[config.mk]
export PLATFORM = sky130hd
export DESIGN_NAME = aes_key_expand
export DESIGN_NICKNAME = d
export VERILOG_FILES = /design/src/hdl/aes_key_pkg.sv /design/src/hdl/aes_key_expand.sv /design/src/hdl/aes_key_mix.sv /design/src/hdl/aes_sub_word.sv /design/src/hdl/aes_rcon_gen.sv /design/src/hdl/aes_sbox.sv
export VERILOG_INCLUDE_DIRS = /design/src /design/src/hdl
export SDC_FILE = /design/constraint.sdc
export NUM_CORES = 2
export LEC_CHECK = 0
export BUFFER_PORTS_ARGS = -buffer_cell sky130_fd_sc_hd__buf_2
export CAP_MARGIN = 20
export CORE_ASPECT_RATIO = 0.9
export CORE_UTILIZATION = 55
export DETAILED_ROUTE_END_ITERATION = 10
export PLACE_DENSITY = 0.78
export SYNTH_ARGS = -nofsm -noshare
export SYNTH_HDL_FRONTEND = slang
export SYNTH_HIERARCHICAL = 1
export SYNTH_SLANG_ARGS = --single-unit
[constraint.sdc]
create_clock -name clk_i -period 19 [get_ports clk_i]
set_input_delay 0.95 -clock clk_i [delete_from_list [all_inputs] [get_ports clk_i]]
set_output_delay 0.95 -clock clk_i [all_outputs]
set_load 0.005 [all_outputs]
[src/hdl/aes_key_params.svh]
/*
  Fixed dimensions of the AES key expansion datapath.
  Only AES-128 and AES-256 are supported, so the key window is always eight words.
*/
`ifndef AES_KEY_PARAMS_SVH
`define AES_KEY_PARAMS_SVH

// Words held in the key window
`define AES_KEY_WORDS 8
// Bits per key word
`define AES_WORD_W 32
// Round counter width, covers rounds 0 to 14
`define AES_ROUND_W 4
// Round constant width
`define AES_RCON_W 8

// Rcon start values after a clear
`define AES_RCON_FWD_INIT 8'h01
`define AES_RCON_INV128_INIT 8'h36
`define AES_RCON_INV256_INIT 8'h40

`endif
[src/hdl/aes_key_pkg.sv]
/*
  Types shared by the key expansion modules.
  Byte 0 of a word is its first byte in FIPS-197 order and sits in bits 7:0.
  Word 0 of the key window is the least significant word.
*/
`include "aes_key_params.svh"

package aes_key_pkg;

  // Direction of the key schedule
  typedef enum logic {
    CIPH_FWD = 1'b0,
    CIPH_INV = 1'b1
  } ciph_op_e;

  // Supported key lengths
  typedef enum logic {
    AES_128 = 1'b0,
    AES_256 = 1'b1
  } key_len_e;

  // One 32-bit key word
  typedef logic [`AES_WORD_W-1:0] key_word_t;

  // Full window of eight words
  // AES-128 only uses words 3:0
  typedef key_word_t [`AES_KEY_WORDS-1:0] key_win_t;

endpackage

[src/hdl/aes_key_expand.sv]
/*
  AES-128/256 key expansion, one round key window per pass.
  key_o and out_req_o are combinational, only the Rcon register holds state.
  A clear must precede each new schedule so that Rcon starts at the right value.
*/
`include "aes_key_params.svh"

module aes_key_expand (
  input  logic                    clk_i,
  input  logic                    rst_ni,
  input  logic                    en_i,
  input  logic                    out_ack_i,
  input  logic                    clear_i,
  input  aes_key_pkg::ciph_op_e   op_i,
  input  aes_key_pkg::key_len_e   key_len_i,
  input  logic [`AES_ROUND_W-1:0] round_i,
  input  aes_key_pkg::key_win_t   key_i,
  output aes_key_pkg::key_win_t   key_o,
  output logic                    out_req_o
);

  import aes_key_pkg::*;

  logic [`AES_RCON_W-1:0] rcon;
  logic                   use_rcon;
  logic                   advance;
  key_word_t              irregular;

  // S-Box path has no latency, so the result is ready whenever enabled
  assign out_req_o = en_i;

  // Round accepted by the consumer
  assign advance = en_i & out_req_o & out_ack_i;

  ////////////////////////////////////////
  // Round constant
  ////////////////////////////////////////

  aes_rcon_gen u_aes_rcon_gen (
    .clk_i      ( clk_i     ),
    .rst_ni     ( rst_ni    ),
    .clear_i    ( clear_i   ),
    .advance_i  ( advance   ),
    .op_i       ( op_i      ),
    .key_len_i  ( key_len_i ),
    .round_i    ( round_i   ),
    .rcon_o     ( rcon      ),
    .use_rcon_o ( use_rcon  )
  );

  ////////////////////////////////////////
  // RotWord, SubWord and Rcon addition
  ////////////////////////////////////////

  aes_sub_word u_aes_sub_word (
    .key_i       ( key_i     ),
    .op_i        ( op_i      ),
    .key_len_i   ( key_len_i ),
    .round_i     ( round_i   ),
    .rcon_i      ( rcon      ),
    .use_rcon_i  ( use_rcon  ),
    .irregular_o ( irregular )
  );

  ////////////////////////////////////////
  // Word mixing
  ////////////////////////////////////////

  aes_key_mix u_aes_key_mix (
    .key_i       ( key_i     ),
    .irregular_i ( irregular ),
    .op_i        ( op_i      ),
    .key_len_i   ( key_len_i ),
    .round_i     ( round_i   ),
    .key_o       ( key_o     )
  );

endmodule

[src/hdl/aes_key_mix.sv]
/*
  Regular part of the key schedule, XOR chains and word shifts.
  AES-128 uses words 3:0, the upper words carry the old lower half.
  AES-256 round 0 only swaps the halves, no new words are generated.
*/
`include "aes_key_params.svh"

module aes_key_mix (
  input  aes_key_pkg::key_win_t   key_i,
  input  aes_key_pkg::key_word_t  irregular_i,
  input  aes_key_pkg::ciph_op_e   op_i,
  input  aes_key_pkg::key_len_e   key_len_i,
  input  logic [`AES_ROUND_W-1:0] round_i,
  output aes_key_pkg::key_win_t   key_o
);

  import aes_key_pkg::*;

  key_win_t next;

  always_comb begin
    unique case (key_len_i)

      ////////////////////////////////////////
      // AES-128
      ////////////////////////////////////////
      AES_128: begin
        // Upper words unused, keep the old round key there
        next[7:4] = key_i[3:0];
        next[0]   = irregular_i ^ key_i[0];
        unique case (op_i)
          CIPH_FWD: begin
            // Chain upward from the new word 0
            for (int i = 1; i < 4; i++) begin
              next[i] = next[i-1] ^ key_i[i];
            end
          end
          CIPH_INV: begin
            // Adjacent forward words give back the older ones
            for (int i = 1; i < 4; i++) begin
              next[i] = key_i[i-1] ^ key_i[i];
            end
          end
        endcase
      end

      ////////////////////////////////////////
      // AES-256
      ////////////////////////////////////////
      AES_256: begin
        if (round_i == '0) begin
          // First pass only exchanges halves
          next = {key_i[3:0], key_i[7:4]};
        end else begin
          unique case (op_i)
            CIPH_FWD: begin
              // Old upper half moves down
              next[3:0] = key_i[7:4];
              next[4]   = irregular_i ^ key_i[0];
              for (int i = 1; i < 4; i++) begin
                next[i+4] = next[i+3] ^ key_i[i];
              end
            end
            CIPH_INV: begin
              // Old lower half moves up
              next[7:4] = key_i[3:0];
              next[0]   = irregular_i ^ key_i[4];
              for (int i = 0; i < 3; i++) begin
                next[i+1] = key_i[i+4] ^ key_i[i+5];
              end
            end
          endcase
        end
      end
    endcase
  end

  assign key_o = next;

endmodule

[src/hdl/aes_sub_word.sv]
/*
  Irregular word of the key schedule: RotWord, SubWord and Rcon.
  Purely combinational, four byte S-Boxes in parallel.
*/
`include "aes_key_params.svh"

module aes_sub_word (
  input  aes_key_pkg::key_win_t   key_i,
  input  aes_key_pkg::ciph_op_e   op_i,
  input  aes_key_pkg::key_len_e   key_len_i,
  input  logic [`AES_ROUND_W-1:0] round_i,
  input  logic [`AES_RCON_W-1:0]  rcon_i,
  input  logic                    use_rcon_i,
  output aes_key_pkg::key_word_t  irregular_o
);

  import aes_key_pkg::*;

  key_word_t rot_in;
  key_word_t rot_out;
  key_word_t sub_in;
  key_word_t sub_out;
  logic      use_rot;

  // Pick the word that feeds RotWord
  always_comb begin
    unique case (key_len_i)
      AES_128: begin
        // Inverse order rebuilds the forward word 3 from two inputs
        rot_in = (op_i == CIPH_FWD) ? key_i[3] : key_i[3] ^ key_i[2];
      end
      AES_256: begin
        rot_in = (op_i == CIPH_FWD) ? key_i[7] : key_i[3];
      end
    endcase
  end

  // RotWord, first byte moves to the end
  assign rot_out = {rot_in[7:0], rot_in[31:8]};

  // AES-256 even rounds skip the rotation
  assign use_rot = !(key_len_i == AES_256 && !round_i[0]);
  assign sub_in  = use_rot ? rot_out : rot_in;

  ////////////////////////////////////////
  // SubWord
  ////////////////////////////////////////

  for (genvar i = 0; i < 4; i++) begin : gen_sbox
    aes_sbox u_aes_sbox (
      .data_i ( sub_in[8*i +: 8]  ),
      .data_o ( sub_out[8*i +: 8] )
    );
  end

  // Rcon goes into the first byte only
  always_comb begin
    irregular_o = sub_out;
    if (use_rcon_i) begin
      irregular_o[7:0] = sub_out[7:0] ^ rcon_i;
    end
  end

endmodule

[src/hdl/aes_rcon_gen.sv]
/*
  Round constant register for the key schedule.
  Holds zero after reset until the first clear.
  Inverse order halves Rcon, so the clear value must match the key length.
*/
`include "aes_key_params.svh"

module aes_rcon_gen (
  input  logic                    clk_i,
  input  logic                    rst_ni,
  input  logic                    clear_i,
  input  logic                    advance_i,
  input  aes_key_pkg::ciph_op_e   op_i,
  input  aes_key_pkg::key_len_e   key_len_i,
  input  logic [`AES_ROUND_W-1:0] round_i,
  output logic [`AES_RCON_W-1:0]  rcon_o,
  output logic                    use_rcon_o
);

  import aes_key_pkg::*;

  logic [`AES_RCON_W-1:0] rcon_d, rcon_q;
  logic                   rcon_we;

  // Multiply by x in GF(2^8)
  function automatic logic [7:0] gf_mul2(input logic [7:0] x);
    return {x[6:0], 1'b0} ^ (x[7] ? 8'h1b : 8'h00);
  endfunction

  // Divide by x, inverse of gf_mul2
  // An odd value had the reduction applied, 0x8d undoes it and restores bit 7
  function automatic logic [7:0] gf_div2(input logic [7:0] x);
    return {1'b0, x[7:1]} ^ (x[0] ? 8'h8d : 8'h00);
  endfunction

  // AES-256 even rounds only run SubWord and take no Rcon
  assign use_rcon_o = !(key_len_i == AES_256 && !round_i[0]);

  // Next value
  always_comb begin
    if (clear_i) begin
      if (op_i == CIPH_FWD) begin
        rcon_d = `AES_RCON_FWD_INIT;
      end else if (key_len_i == AES_128) begin
        rcon_d = `AES_RCON_INV128_INIT;
      end else begin
        rcon_d = `AES_RCON_INV256_INIT;
      end
    end else begin
      rcon_d = (op_i == CIPH_FWD) ? gf_mul2(rcon_q) : gf_div2(rcon_q);
    end
  end

  // Clear wins over a round that is taken
  assign rcon_we = clear_i | (use_rcon_o & advance_i);

  always_ff @(posedge clk_i or negedge rst_ni) begin
    if (!rst_ni) begin
      rcon_q <= '0;
    end else if (rcon_we) begin
      rcon_q <= rcon_d;
    end
  end

  assign rcon_o = rcon_q;

endmodule

[src/hdl/aes_sbox.sv]
/*
  Forward AES S-Box, one byte, combinational.
  Inverse computed as x^254, so zero maps to zero as the standard requires.
  Deep logic, no attempt at a compact composite-field form.
*/
module aes_sbox (
  input  logic [7:0] data_i,
  output logic [7:0] data_o
);

  logic [7:0] x2, x3, x12, x14, x15, x240, inv;

  // Multiply in GF(2^8) modulo x^8 + x^4 + x^3 + x + 1
  function automatic logic [7:0] gf_mul(input logic [7:0] a, input logic [7:0] b);
    logic [7:0] acc;
    logic [7:0] sh;
    acc = 8'h00;
    sh  = a;
    for (int i = 0; i < 8; i++) begin
      if (b[i]) begin
        acc = acc ^ sh;
      end
      // Next power of x times a
      sh = {sh[6:0], 1'b0} ^ (sh[7] ? 8'h1b : 8'h00);
    end
    return acc;
  endfunction

  ////////////////////////////////////////
  // Inversion by square and multiply
  ////////////////////////////////////////

  assign x2   = gf_mul(data_i, data_i);
  assign x3   = gf_mul(x2, data_i);
  // Two squarings take x^3 to x^12
  assign x12  = gf_mul(gf_mul(x3, x3), gf_mul(x3, x3));
  assign x14  = gf_mul(x12, x2);
  assign x15  = gf_mul(x12, x3);
  // Four squarings take x^15 to x^240
  always_comb begin
    x240 = x15;
    for (int i = 0; i < 4; i++) begin
      x240 = gf_mul(x240, x240);
    end
  end
  assign inv  = gf_mul(x240, x14);

  ////////////////////////////////////////
  // Affine transform
  ////////////////////////////////////////

  // Each output bit adds the input bit and the four bits above it, cyclically
  assign data_o = inv ^
                  {inv[6:0], inv[7]}   ^
                  {inv[5:0], inv[7:6]} ^
                  {inv[4:0], inv[7:5]} ^
                  {inv[3:0], inv[7:4]} ^
                  8'h63;

endmodule

==> impl_metrics.toml <==
[die]
start_util = 0.5570
core_area_um2 = 98470
fp.dieArea_um2 = 101000
die_y_um = 301.6
io_pins = 524
placementRows = 109
die_w_um = 334.9

[cts]
cts_buffers = 3
root_buffer = "clkbuf_16"
numClockSinks = 8
cts_tree = "yes"
path_clk_slew_ns = 0.04
clock_path_buffers = 2
clock_latency_ns = 0.23
ctsHoldBuffers = 0
htree_levels = 1

[timing]
fin_ws_ns = 0.3650
fmax_mhz = 53.66
layout_min_cycle_time_ns = 18.63
skew_ns = 0.0005712
hold_viol = 0
worst_pin_slew_ns = 1.107
post-route-period-util = 0.9808
maxSlewHeadroom = 0.2567
setup_violations = 0
maxSlewViolCount = 0

[logic_synthesis]
synthArstFlopShare = 1.000
mappedNetlistArea_um2 = 54840
syn_nets = 7405
ys_types = 111
synth_ff_type = "dfrtp_1"
ys_ff_latch = 8
syn_avg_cell_area_um2 = 7.714
synth-edff-count = 0
syn_inst = 7110
ys_seq_area_frac = 0.003650
ys_warn_count = 6

[finish]
largest_reg_flops = 8
multi_input_area_um2 = 54010
drive_gt1_frac = 0.2691
fin_nets = 8190
ff_latch_area_um2 = 200.2
nFillCells = 8342
area_growth_pct = 18.56

[placement]
dp_hpwl_um = 151200
port_buffers = 523
place_congestion = 0.9996
dp_slack_ns = -0.7030

[grt]
grt-busiest-layer = "met2"
grt_pass1_wl_um = 292400
grtUsageTotal = 0.3629
grt_pass1_vias = 50160
grtUsageMet1 = 0.4961
antenna_found_initial = 21
grt_use_met3 = 0.07832
grt_overflow = 0
grt_max_degree = 128
grt.met2_usage = 0.5627

[worst_setup_path]
cp_slowest_cell = "xor3_2"
rr_worst_depth = 3
reg2reg_from = "u_aes_rcon_gen/rcon_o[0]"
cp-endpoint = "key_o[110]"
worstSetupPathType = "input pin to output pin"
required_ns = 18.05
slowest_delay_ns = 0.60
start_kind = "input pin"
timing.rr.end = "u_aes_rcon_gen/rcon_o[0]"
crit_fanout = 21
crit_path_end_kind = "output pin"
crit_top_cell = "buf_4"
startpoint = "op_i"
crit_arrival_ns = 17.68
ff2ff_setup_slack_ns = 17.89

[status]
status = "finished clean"

[route]
via_per_inst = 5.977
wl_per_cell_um = 21.27
drc = 0
wirelength_um = 196300
drtIter0Drc = 5970
num_vias = 55160
drtPass1Iterations = 6
postRouteAntennaNets = 0

[job]
timing.max_cap.violations = 0

[min_path]
holdCritPathClass = "input pin to async pin"
cell families (layout without fill, tap and decap cells):
logic type	Yosys count	in the layout	share of synthesized area
multiplexers	358	358	0.06892
other	0	3	0
adder cells (fa/ha/maj)	28	28	0.006388
AND/OR/NAND/NOR	2463	2463	0.2033
AO/OA/AOI/OAI	1178	1178	0.1520
buffers and inverters	612	1392	0.06477
flip-flops	8	8	0.003650
XOR/XNOR	2463	2466	0.5010
cell type report:
type | count | share of cell area
Timing Repair Buffer | 1276 | 0.1328
Tap cell | 1332 | 0.02563
Clock buffer | 3 | 0.001155
Inverter | 113 | 0.006562
Antenna cell | 3 | 0.0001155
Multi-Input combinational cell | 6493 | 0.8306
Sequential cell | 8 | 0.003079
worst max-delay path, delay by kind of cell:
family          cells  cell delay [ns]
mux                 3             0.37
xor+xnor           26             7.18
buf+inv            11             2.18
simple gates       10             2.45
compound gates     14             4.10
fa+ha+maj           1             0.37
per-layer routing:
metal	vias up	wire, um
met5	-	143
met3	435	21610
met4	24	7806
li1	25650	-
met1	26200	80590
met2	2854	86120
worst min-delay path by stage:
stage                                  start  slack (ns)  cells after the start                       end
CTS                                   rst_ni        0.56                      1  u_aes_rcon_gen/rcon_o[7]
global placement    u_aes_rcon_gen/rcon_o[5]        0.61                      2  u_aes_rcon_gen/rcon_o[5]
finish                                rst_ni        0.56                      1  u_aes_rcon_gen/rcon_o[2]
detailed placement  u_aes_rcon_gen/rcon_o[5]        0.62                      2  u_aes_rcon_gen/rcon_o[5]
floorplan           u_aes_rcon_gen/rcon_o[6]        0.56                      2  u_aes_rcon_gen/rcon_o[6]
global route                          rst_ni        0.56                      1  u_aes_rcon_gen/rcon_o[2]
metrics by stage:
stage	util	instance area, um^2	hold WS [ns]	setup TNS (ns)	std cells
final	0.6603	65020	0.5579	0	9228
after global routing	0.6603	65020	0.5607	-3.584	9226
after CTS	0.6318	62210	0.5586	-0.1185	9106
after detailed placement	0.6210	61150	0.6164	-28.84	9059
after global placement	0.6210	61150	0.6104	-4.953	9059
after floorplan	-	55210	0.5586	-0.01289	7110
placed cells by master, fill, tap and decap left out, types with 25 or more instances in the layout:
cell	instances
xnor2_1	1280
nand2_1	878
nor2_1	808
buf_4	712
buf_2	520
xor2_1	516
a21oi_1	262
mux2i_1	242
o21ai_0	213
nand3_1	198
xnor2_2	195
xnor3_1	165
nor3_1	138
xnor3_2	94
nor2b_1	92
xor2_2	84
mux2_2	77
inv_1	77
xnor2_4	74
o21ai_1	61
a211oi_1	52
o22ai_1	52
o211ai_1	50
nand2b_1	48
a21o_1	47
and2_1	42
a22oi_1	40
and3_1	32
nor4_1	27
o221ai_2	25
synthesized netlist by cell type, drive strengths merged (54+ instances only):
cell type	n	share of area
nor2	823	0.057
a21oi	286	0.028
nand3	198	0.018
o21ai	283	0.026
nor2b	94	0.011
a211oi	75	0.011
nor3	148	0.014
xnor2	1549	0.27
mux2i	249	0.045
xnor3	256	0.11
xor2	622	0.11
o211ai	54	0.0078
mux2	109	0.023
clkbuf	201	0.019
nand2	885	0.061
o221ai	55	0.011
buf	298	0.038
inv	101	0.0069
what timing repair did:
action	in CTS	in global routing
setup endpoints to repair	171	256
gates cloned	2	2
pin swaps	23	130
resized for setup	87	324
setup buffers	42	114
Power is not shown: default switching activity piles up to over one toggle a cycle in this logic, so the estimate is an artifact.
